--- config.mk ---
export PLATFORM = sky130hd
export DESIGN_NAME = sha256_hasher
export DESIGN_NICKNAME = d
export VERILOG_FILES = /design/src/common/sha256_pkg.sv /design/src/design/hash_chain_ctrl.sv /design/src/design/sha256_hasher.sv /design/src/sha256_core/message_schedule.sv /design/src/sha256_core/sha256_core.sv
export VERILOG_INCLUDE_DIRS = /design/src /design/src/common
export SDC_FILE = /design/constraint.sdc
export NUM_CORES = 2
export LEC_CHECK = 0
export ABC_AREA = 1
export BUFFER_PORTS_ARGS = -buffer_cell sky130_fd_sc_hd__buf_4
export CAP_MARGIN = 20
export CORE_ASPECT_RATIO = 0.5
export CORE_MARGIN = 3
export CORE_UTILIZATION = 30
export DETAILED_ROUTE_END_ITERATION = 6
export PLACE_DENSITY = 0.46
export SLEW_MARGIN = 0
export SYNTH_ARGS = -nofsm -noshare
export SYNTH_HDL_FRONTEND = slang
export SYNTH_SLANG_ARGS = --single-unit
--- constraint.sdc ---
create_clock -name clk -period 8.5 [get_ports clk]
set_input_delay 0.425 -clock clk [delete_from_list [all_inputs] [get_ports clk]]
set_output_delay 0.425 -clock clk [all_outputs]
set_load 0.1 [all_outputs]
--- src/common/sha256_params.svh ---
// SHA-256 size constants: word, block and digest widths,
// round count and block counter width

`ifndef SHA256_PARAMS_SVH
`define SHA256_PARAMS_SVH

// Basic word size of the compression function
`define SHA256_WORD_W 32

// One message block and the resulting digest
`define SHA256_BLOCK_W 512
`define SHA256_DIGEST_W 256

// Compression rounds per block
`define SHA256_ROUNDS 64

// Words in one message block, also the schedule window depth
`define SHA256_BLOCK_WORDS 16

// Width of the completed-block counter
`define SHA256_COUNT_W 6

`endif

--- src/common/sha256_pkg.sv ---
// SHA-256 shared types, initial hash value, round constants
// and the FIPS 180-4 logic functions
`default_nettype none
`include "sha256_params.svh"

package sha256_pkg;

  typedef logic [`SHA256_WORD_W-1:0] sha256_word_t;

  // Word 0 sits in the most significant 32 bits
  typedef sha256_word_t [0:`SHA256_BLOCK_W/`SHA256_WORD_W-1] sha256_block_t;

  // Working variables, also used as the digest with a on top
  typedef struct packed {
    sha256_word_t a;
    sha256_word_t b;
    sha256_word_t c;
    sha256_word_t d;
    sha256_word_t e;
    sha256_word_t f;
    sha256_word_t g;
    sha256_word_t h;
  } sha256_state_t;

  typedef logic [$clog2(`SHA256_ROUNDS)-1:0] round_idx_t;
  typedef logic [`SHA256_COUNT_W-1:0] block_count_t;

  localparam sha256_state_t SHA256_IV = '{
    a: 32'h6a09e667, b: 32'hbb67ae85, c: 32'h3c6ef372, d: 32'ha54ff53a,
    e: 32'h510e527f, f: 32'h9b05688c, g: 32'h1f83d9ab, h: 32'h5be0cd19
  };

  localparam sha256_word_t SHA256_K [`SHA256_ROUNDS] = '{
    32'h428a2f98, 32'h71374491, 32'hb5c0fbcf, 32'he9b5dba5,
    32'h3956c25b, 32'h59f111f1, 32'h923f82a4, 32'hab1c5ed5,
    32'hd807aa98, 32'h12835b01, 32'h243185be, 32'h550c7dc3,
    32'h72be5d74, 32'h80deb1fe, 32'h9bdc06a7, 32'hc19bf174,
    32'he49b69c1, 32'hefbe4786, 32'h0fc19dc6, 32'h240ca1cc,
    32'h2de92c6f, 32'h4a7484aa, 32'h5cb0a9dc, 32'h76f988da,
    32'h983e5152, 32'ha831c66d, 32'hb00327c8, 32'hbf597fc7,
    32'hc6e00bf3, 32'hd5a79147, 32'h06ca6351, 32'h14292967,
    32'h27b70a85, 32'h2e1b2138, 32'h4d2c6dfc, 32'h53380d13,
    32'h650a7354, 32'h766a0abb, 32'h81c2c92e, 32'h92722c85,
    32'ha2bfe8a1, 32'ha81a664b, 32'hc24b8b70, 32'hc76c51a3,
    32'hd192e819, 32'hd6990624, 32'hf40e3585, 32'h106aa070,
    32'h19a4c116, 32'h1e376c08, 32'h2748774c, 32'h34b0bcb5,
    32'h391c0cb3, 32'h4ed8aa4a, 32'h5b9cca4f, 32'h682e6ff3,
    32'h748f82ee, 32'h78a5636f, 32'h84c87814, 32'h8cc70208,
    32'h90befffa, 32'ha4506ceb, 32'hbef9a3f7, 32'hc67178f2
  };

  // Rotate right by n bits
  function automatic sha256_word_t rotr(input sha256_word_t x, input int n);
    return (x >> n) | (x << (`SHA256_WORD_W - n));
  endfunction

  function automatic sha256_word_t ch(input sha256_word_t x, y, z);
    return (x & y) ^ (~x & z);
  endfunction

  function automatic sha256_word_t maj(input sha256_word_t x, y, z);
    return (x & y) ^ (x & z) ^ (y & z);
  endfunction

  // Round functions on a and e
  function automatic sha256_word_t big_sigma0(input sha256_word_t x);
    return rotr(x, 2) ^ rotr(x, 13) ^ rotr(x, 22);
  endfunction

  function automatic sha256_word_t big_sigma1(input sha256_word_t x);
    return rotr(x, 6) ^ rotr(x, 11) ^ rotr(x, 25);
  endfunction

  // Schedule expansion functions
  function automatic sha256_word_t small_sigma0(input sha256_word_t x);
    return rotr(x, 7) ^ rotr(x, 18) ^ (x >> 3);
  endfunction

  function automatic sha256_word_t small_sigma1(input sha256_word_t x);
    return rotr(x, 17) ^ rotr(x, 19) ^ (x >> 10);
  endfunction

endpackage

`default_nettype wire

--- src/design/hash_chain_ctrl.sv ---
// Block chaining controller: block acceptance, chaining register,
// block counter and done flag
`timescale 1ns/1ps
`default_nettype none

module hash_chain_ctrl (
  input  wire logic                 clk,
  input  wire logic                 block_load,
  input  wire logic                 block_start,
  input  wire logic                 message_load,
  input  wire logic                 core_done,
  input  wire sha256_pkg::sha256_state_t digest,
  output logic                      core_start,
  output sha256_pkg::sha256_state_t chain_value,
  output logic                      block_ready,
  output logic                      done,
  output sha256_pkg::block_count_t  block_count
);

  import sha256_pkg::*;

  typedef enum logic [1:0] {
    CTRL_IDLE,
    CTRL_HASHING,
    CTRL_COMPLETE
  } ctrl_state_t;

  ctrl_state_t state;
  // Set when the block in flight closes the message
  logic        last_block;

  always_ff @(posedge clk or negedge block_load) begin
    if (!block_load) begin
      state       <= CTRL_IDLE;
      core_start  <= 1'b0;
      last_block  <= 1'b0;
      chain_value <= SHA256_IV;
      block_count <= '0;
    end else begin
      core_start <= 1'b0;
      case (state)
        CTRL_IDLE: begin
          if (block_start) begin
            core_start <= 1'b1;
            last_block <= !message_load;
            state      <= CTRL_HASHING;
          end
        end
        CTRL_HASHING: begin
          if (core_done) begin
            chain_value <= digest;
            block_count <= block_count + 1'b1;
            state       <= last_block ? CTRL_COMPLETE : CTRL_IDLE;
          end
        end
        // Holds until the next reset
        CTRL_COMPLETE: state <= CTRL_COMPLETE;
        default:       state <= CTRL_IDLE;
      endcase
    end
  end

  assign block_ready = (state == CTRL_IDLE);
  assign done        = (state == CTRL_COMPLETE);

endmodule

`default_nettype wire

--- src/design/sha256_hasher.sv ---
// SHA-256 hasher top level: block chaining controller
// and compression core
`timescale 1ns/1ps
`default_nettype none

module sha256_hasher (
  input  wire logic                     clk,
  input  wire logic                     block_load,
  input  wire logic                     block_start,
  input  wire logic                     message_load,
  input  wire sha256_pkg::sha256_block_t block,
  output logic                          block_ready,
  output logic                          done,
  output sha256_pkg::sha256_state_t     hash,
  output sha256_pkg::block_count_t      block_count
);

  import sha256_pkg::*;

  logic          core_start;
  logic          core_done;
  sha256_state_t digest;

  // Chaining value doubles as the visible hash
  hash_chain_ctrl u_ctrl (
    .clk          (clk),
    .block_load   (block_load),
    .block_start  (block_start),
    .message_load (message_load),
    .core_done    (core_done),
    .digest       (digest),
    .core_start   (core_start),
    .chain_value  (hash),
    .block_ready  (block_ready),
    .done         (done),
    .block_count  (block_count)
  );

  sha256_core u_core (
    .clk         (clk),
    .block_load  (block_load),
    .core_start  (core_start),
    .block       (block),
    .chain_value (hash),
    .core_done   (core_done),
    .digest      (digest)
  );

endmodule

`default_nettype wire

--- src/sha256_core/message_schedule.sv ---
// SHA-256 message schedule: 16-word sliding window
// that yields W for the current round
`timescale 1ns/1ps
`default_nettype none
`include "sha256_params.svh"

module message_schedule (
  input  wire logic                     clk,
  input  wire logic                     block_load,
  input  wire logic                     load,
  input  wire logic                     advance,
  input  wire sha256_pkg::sha256_block_t block,
  output sha256_pkg::sha256_word_t      w_t
);

  import sha256_pkg::*;

  localparam int LAST = `SHA256_BLOCK_WORDS - 1;

  // Word 0 is the oldest, W of the current round
  sha256_block_t window;
  sha256_word_t  w_new;

  // W[t+16] from W[t+14], W[t+9], W[t+1] and W[t]
  assign w_new = small_sigma1(window[LAST - 1]) + window[LAST - 6] +
                 small_sigma0(window[1]) + window[0];

  always_ff @(posedge clk or negedge block_load) begin
    if (!block_load) begin
      window <= '0;
    end else if (load) begin
      window <= block;
    end else if (advance) begin
      window <= {window[1:LAST], w_new};
    end
  end

  assign w_t = window[0];

endmodule

`default_nettype wire

--- src/sha256_core/sha256_core.sv ---
// SHA-256 compression core: round FSM, working variables
// and feed-forward addition
`timescale 1ns/1ps
`default_nettype none
`include "sha256_params.svh"

module sha256_core (
  input  wire logic                     clk,
  input  wire logic                     block_load,
  input  wire logic                     core_start,
  input  wire sha256_pkg::sha256_block_t block,
  input  wire sha256_pkg::sha256_state_t chain_value,
  output logic                          core_done,
  output sha256_pkg::sha256_state_t     digest
);

  import sha256_pkg::*;

  localparam int STATE_WORDS = `SHA256_DIGEST_W / `SHA256_WORD_W;

  typedef enum logic [1:0] {
    CORE_IDLE,
    CORE_ROUNDS,
    CORE_FF
  } core_state_t;

  core_state_t   state;
  round_idx_t    round;
  sha256_state_t work;
  sha256_state_t work_next;
  sha256_word_t  w_t;
  sha256_word_t  t1;
  sha256_word_t  t2;
  logic          sched_load;
  logic          sched_advance;

  always_ff @(posedge clk or negedge block_load) begin
    if (!block_load) begin
      state <= CORE_IDLE;
      round <= '0;
    end else begin
      case (state)
        CORE_IDLE: begin
          round <= '0;
          if (core_start) state <= CORE_ROUNDS;
        end
        CORE_ROUNDS: begin
          round <= round + 1'b1;
          if (round == round_idx_t'(`SHA256_ROUNDS - 1)) state <= CORE_FF;
        end
        CORE_FF: state <= CORE_IDLE;
        default: state <= CORE_IDLE;
      endcase
    end
  end

  // Working variables start from the chaining value
  always_ff @(posedge clk) begin
    if (state == CORE_IDLE && core_start) begin
      work <= chain_value;
    end else if (state == CORE_ROUNDS) begin
      work <= work_next;
    end
  end

  // One compression round
  always_comb begin
    t1 = work.h + big_sigma1(work.e) + ch(work.e, work.f, work.g) + SHA256_K[round] + w_t;
    t2 = big_sigma0(work.a) + maj(work.a, work.b, work.c);
    work_next = '{a: t1 + t2, b: work.a, c: work.b, d: work.c,
                  e: work.d + t1, f: work.e, g: work.f, h: work.g};
  end

  // Window follows the input while idle, so it holds the block
  // sampled on the accepting edge once core_start arrives
  assign sched_load    = (state == CORE_IDLE) && !core_start;
  assign sched_advance = (state == CORE_ROUNDS);

  message_schedule u_sched (
    .clk        (clk),
    .block_load (block_load),
    .load       (sched_load),
    .advance    (sched_advance),
    .block      (block),
    .w_t        (w_t)
  );

  // Feed-forward, word by word
  always_comb begin
    for (int i = 0; i < STATE_WORDS; i++) begin
      digest[i*`SHA256_WORD_W +: `SHA256_WORD_W] =
        work[i*`SHA256_WORD_W +: `SHA256_WORD_W] +
        chain_value[i*`SHA256_WORD_W +: `SHA256_WORD_W];
    end
  end

  assign core_done = (state == CORE_FF);

endmodule

`default_nettype wire

==> metrics <==
Req. time, crit path=8.99 ns; dpl ws=0.0733 ns; xor-xnor portion of the synthesized cell area=4.75%; final setup vio count=0; PwrDens=162 nW/um2; fmax=124 MHz; RSZ-0062 raised after global routing=false; Async S/R FF share, synth=75.4%; share of layout cells above drive strength 1=13.6%; design area=97600 um2; Via density=5.09; Yosys cell types=70; Clock Path Buffers=3; total track usage=27.9%; die width=724 um; Syn Std Cell Area=77400 um2; Max-Cap Viols=0; die extent in y=365 um; dpl cells=14481; root buffer cell=clkbuf_16; CP most frequent cell=inv_1; Synth Instances=10333; wire per inst=25.0 um; filler instances=27244; CP Buf/Inv Count=8; Slew HR=10.2%; Final WS setup=0.454 ns; Top delay family on crit path=adder cells; Worst Setup EP=u_core.work[248]$_DFFE_PP_; die area=265000 um2; fin. max-slew vios=0; CP endpoint kind=flop; Post-synth EDFFs=256; DR pass1 iterations=6; via count=77402; H-tree levels=3; Syn Nets=11438; Final Cycle Share=94.7%; Crit-path slowest cell=fa_1; run status=complete, no violations; Final Hold Vio Count=0; LEAKAGE=45.3 nW; 1st-iter DRT viols=6701; Final Power=15.8 mW; # rows=131; Reg clk slew, reported paths=0.09 ns; post-synth top area share=21.0%; peak supply drop=0.197 mV; Synth Area in Adders=11.7%; minimum clock period=8.05 ns; top post-synthesis cells by area=dfrtp_1, nand2_1, edfxtp_1, o21ai_0, ha_1; ys flop type=dfrtp_1; clk_lat worst skew=0.80 ns; initial antenna violation count=31; Starting Density=30.3%; Antenna Violating Nets Remaining=0; post-DP HPWL=299 mm; CORE AREA=256000 um2; # IOs=780; TritonCTS Buffers=108; Synth area leader=dfrtp_1; DP Area=88700 um2; largest net degree at the start of global routing=229; Crit Path Category=flop to flop; r2r endpoint=u_core.work[248]$_DFFE_PP_; vias in the first global route=75934; Worst Path Max Fanout=8; final non-filler cell total=15213; setup TNS=0 ns; CTS tree=built; register area share after synthesis=35.6%; crit path launch=u_core.round[1]$_DFFE_PN0P_; Final #Nets=12736; worst slew pin tran=1.35 ns; post-synthesis mux area share=0.242%; Clock Skew=0.0774 ns; largest family of logic cells by synthesized area=simple AND/OR/NAND/NOR gates; Syn-to-layout area delta=26.1%; Ys Warns=0; # port buffers=779; slowest stage delay, CP=0.59 ns; first-pass GRT wire length=544 mm; Worst Hold Class=input port to flop; Post-Route WL=380 mm; Reg2Reg Depth=32; CP arrival=8.54 ns; Residual DRC=0; instance count on the critical path=32; CP Launch Type=flop; FF-to-FF Start=u_core.round[1]$_DFFE_PN0P_; Reg2Reg Setup Slack=0.45 ns; simple logic cell fraction of the synthesized area=20.3%; synthesized flop and latch total=1042; RD Place Congestion=0.972; total gr overflow=0; post-synthesis compound-gate area fraction=18.7%; Avg Inst Size Synth=7.49 um2; Clock Sinks=1042
registers in the layout, summed over array words and instances, names as in the netlist, 2 cells and up:
register / cells
u_ctrl.block_count: 6
u_core.round: 6
u_core.state: 2
u_core.work: 256
u_ctrl.chain_value: 256
u_core.u_sched.w_t: 32
u_ctrl.state: 2
u_core.u_sched.window: 480
cells by family (layout without fill, tap and decap cells):
kind of cell	Yosys count	after routing
xor gates and xnor gates	420	420
AOI/OAI and AO/OA	2700	2700
other	0	28
and+or+nand+nor	3793	3793
buffers and inverters	1751	3145
adders and majority gates	609	609
muxes	18	18
DFF	1042	1042
metal layers:
layer / share of wire [%] / vias to the layer above / wire (um) / track usage [%]
met4: 2.2 / 8 / 8390 / 5.86
li1: - / 36803 / - / -
met5: 0.062 / - / 235 / 0.521
met1: 46 / 38029 / 175000 / 39.0
met2: 46 / 2195 / 175000 / 45.5
met3: 5.6 / 367 / 21400 / 4.18
how the worst min path moves through the flow:
stage	cells after the start	startpoint	slack [ns]	end
2_1_floorplan	0	block_load	0.13	u_core.round[0]$_DFFE_PN0P_
4_1_cts	3	block[164]	0.003	u_core.u_sched.window[164]$_DFFE_PN0P_
5_1_grt	3	block[494]	0.003	u_core.u_sched.w_t[14]$_DFFE_PN0P_
3_5_place_dp	1	block_load	0.36	u_ctrl.chain_value[122]$_DFFE_PN0P_
6_report	3	block[164]	0.04	u_core.u_sched.window[164]$_DFFE_PN0P_
3_3_place_gp	1	block_load	0.36	u_ctrl.chain_value[121]$_DFFE_PN0P_
final cells by class:
type                    instances  area (um2)  area share [%]
clock inverters                57         774           0.793
well taps                    3458        4330            4.43
multi-input cells            7540       43200            44.3
clock buffers                 149        3050            3.12
repair buffers               1634       13700            14.1
inverters                    1305        4930            5.05
diodes                         28        70.1          0.0718
flip-flops and latches       1042       27500            28.2
synthesized netlist by cell type, types with 42 or more instances:
cell,count
fa_1,195
o21bai_1,96
ha_1,394
o21ai_1,160
xnor2_1,212
dfstp_2,136
buf_2,109
xor2_1,208
nand3_1,491
nor2_1,750
dfrtp_1,650
nand4_1,127
a21oi_1,663
or2_2,63
inv_1,1296
clkbuf_1,295
nand2_1,2192
edfxtp_1,256
nor3_1,83
a31oi_1,42
o21ai_0,1499
cells in the final DEF (no fill, tap or decap), types with 108 or more instances in the layout:
cell and n:
nand2_1 2188, o21ai_0 1499, inv_1 1296, buf_4 1124, nor2_1 746, a21oi_1 662
dfrtp_1 649, dlygate4sd3_1 493, nand3_1 491, ha_1 393, edfxtp_1 256, xnor2_1 212
xor2_1 207, fa_1 195, o21ai_1 160, dfstp_2 136, nand4_1 127, clkbuf_16 108
worst reg2reg max path, delay by kind of cell, from the launching register on:
family,cells,cell delay [ns]
flops,1,0.38
fa+ha+maj,7,3.14
compound gates,6,1.50
buf+inv,8,1.12
simple gates,10,1.21
xor+xnor,1,0.40
stage by stage:
| stage | util [%] | hold slack [ns] |
|---|---|---|
| 6_report | 38.1 | 0.0397 |
| 2_1_floorplan | - | 0.129 |
| 3_5_place_dp | 34.7 | 0.362 |
| 3_3_place_gp | 34.7 | 0.357 |
| 5_1_grt | 38.1 | 0.00258 |
| 4_1_cts | 38.1 | 0.00252 |
report_power, final:
group	leakage [nW]	total (mW)	switching, mW	internal [mW]
clock network	1.86	5.35	2.42	2.93
logic	31.9	5.02	2.92	2.10
registers	11.6	5.43	0.126	5.31
total	45.3	15.8	5.46	10.3
repair_timing:
item	4_1_cts	5_1_grt
hold endpoints to repair	534	0
setup buffers	0	4
endpoints found under the setup margin	0	39
resized for setup	0	11
hold buffers	493	0
No activity file was read; power rests on OpenSTA's default activity.
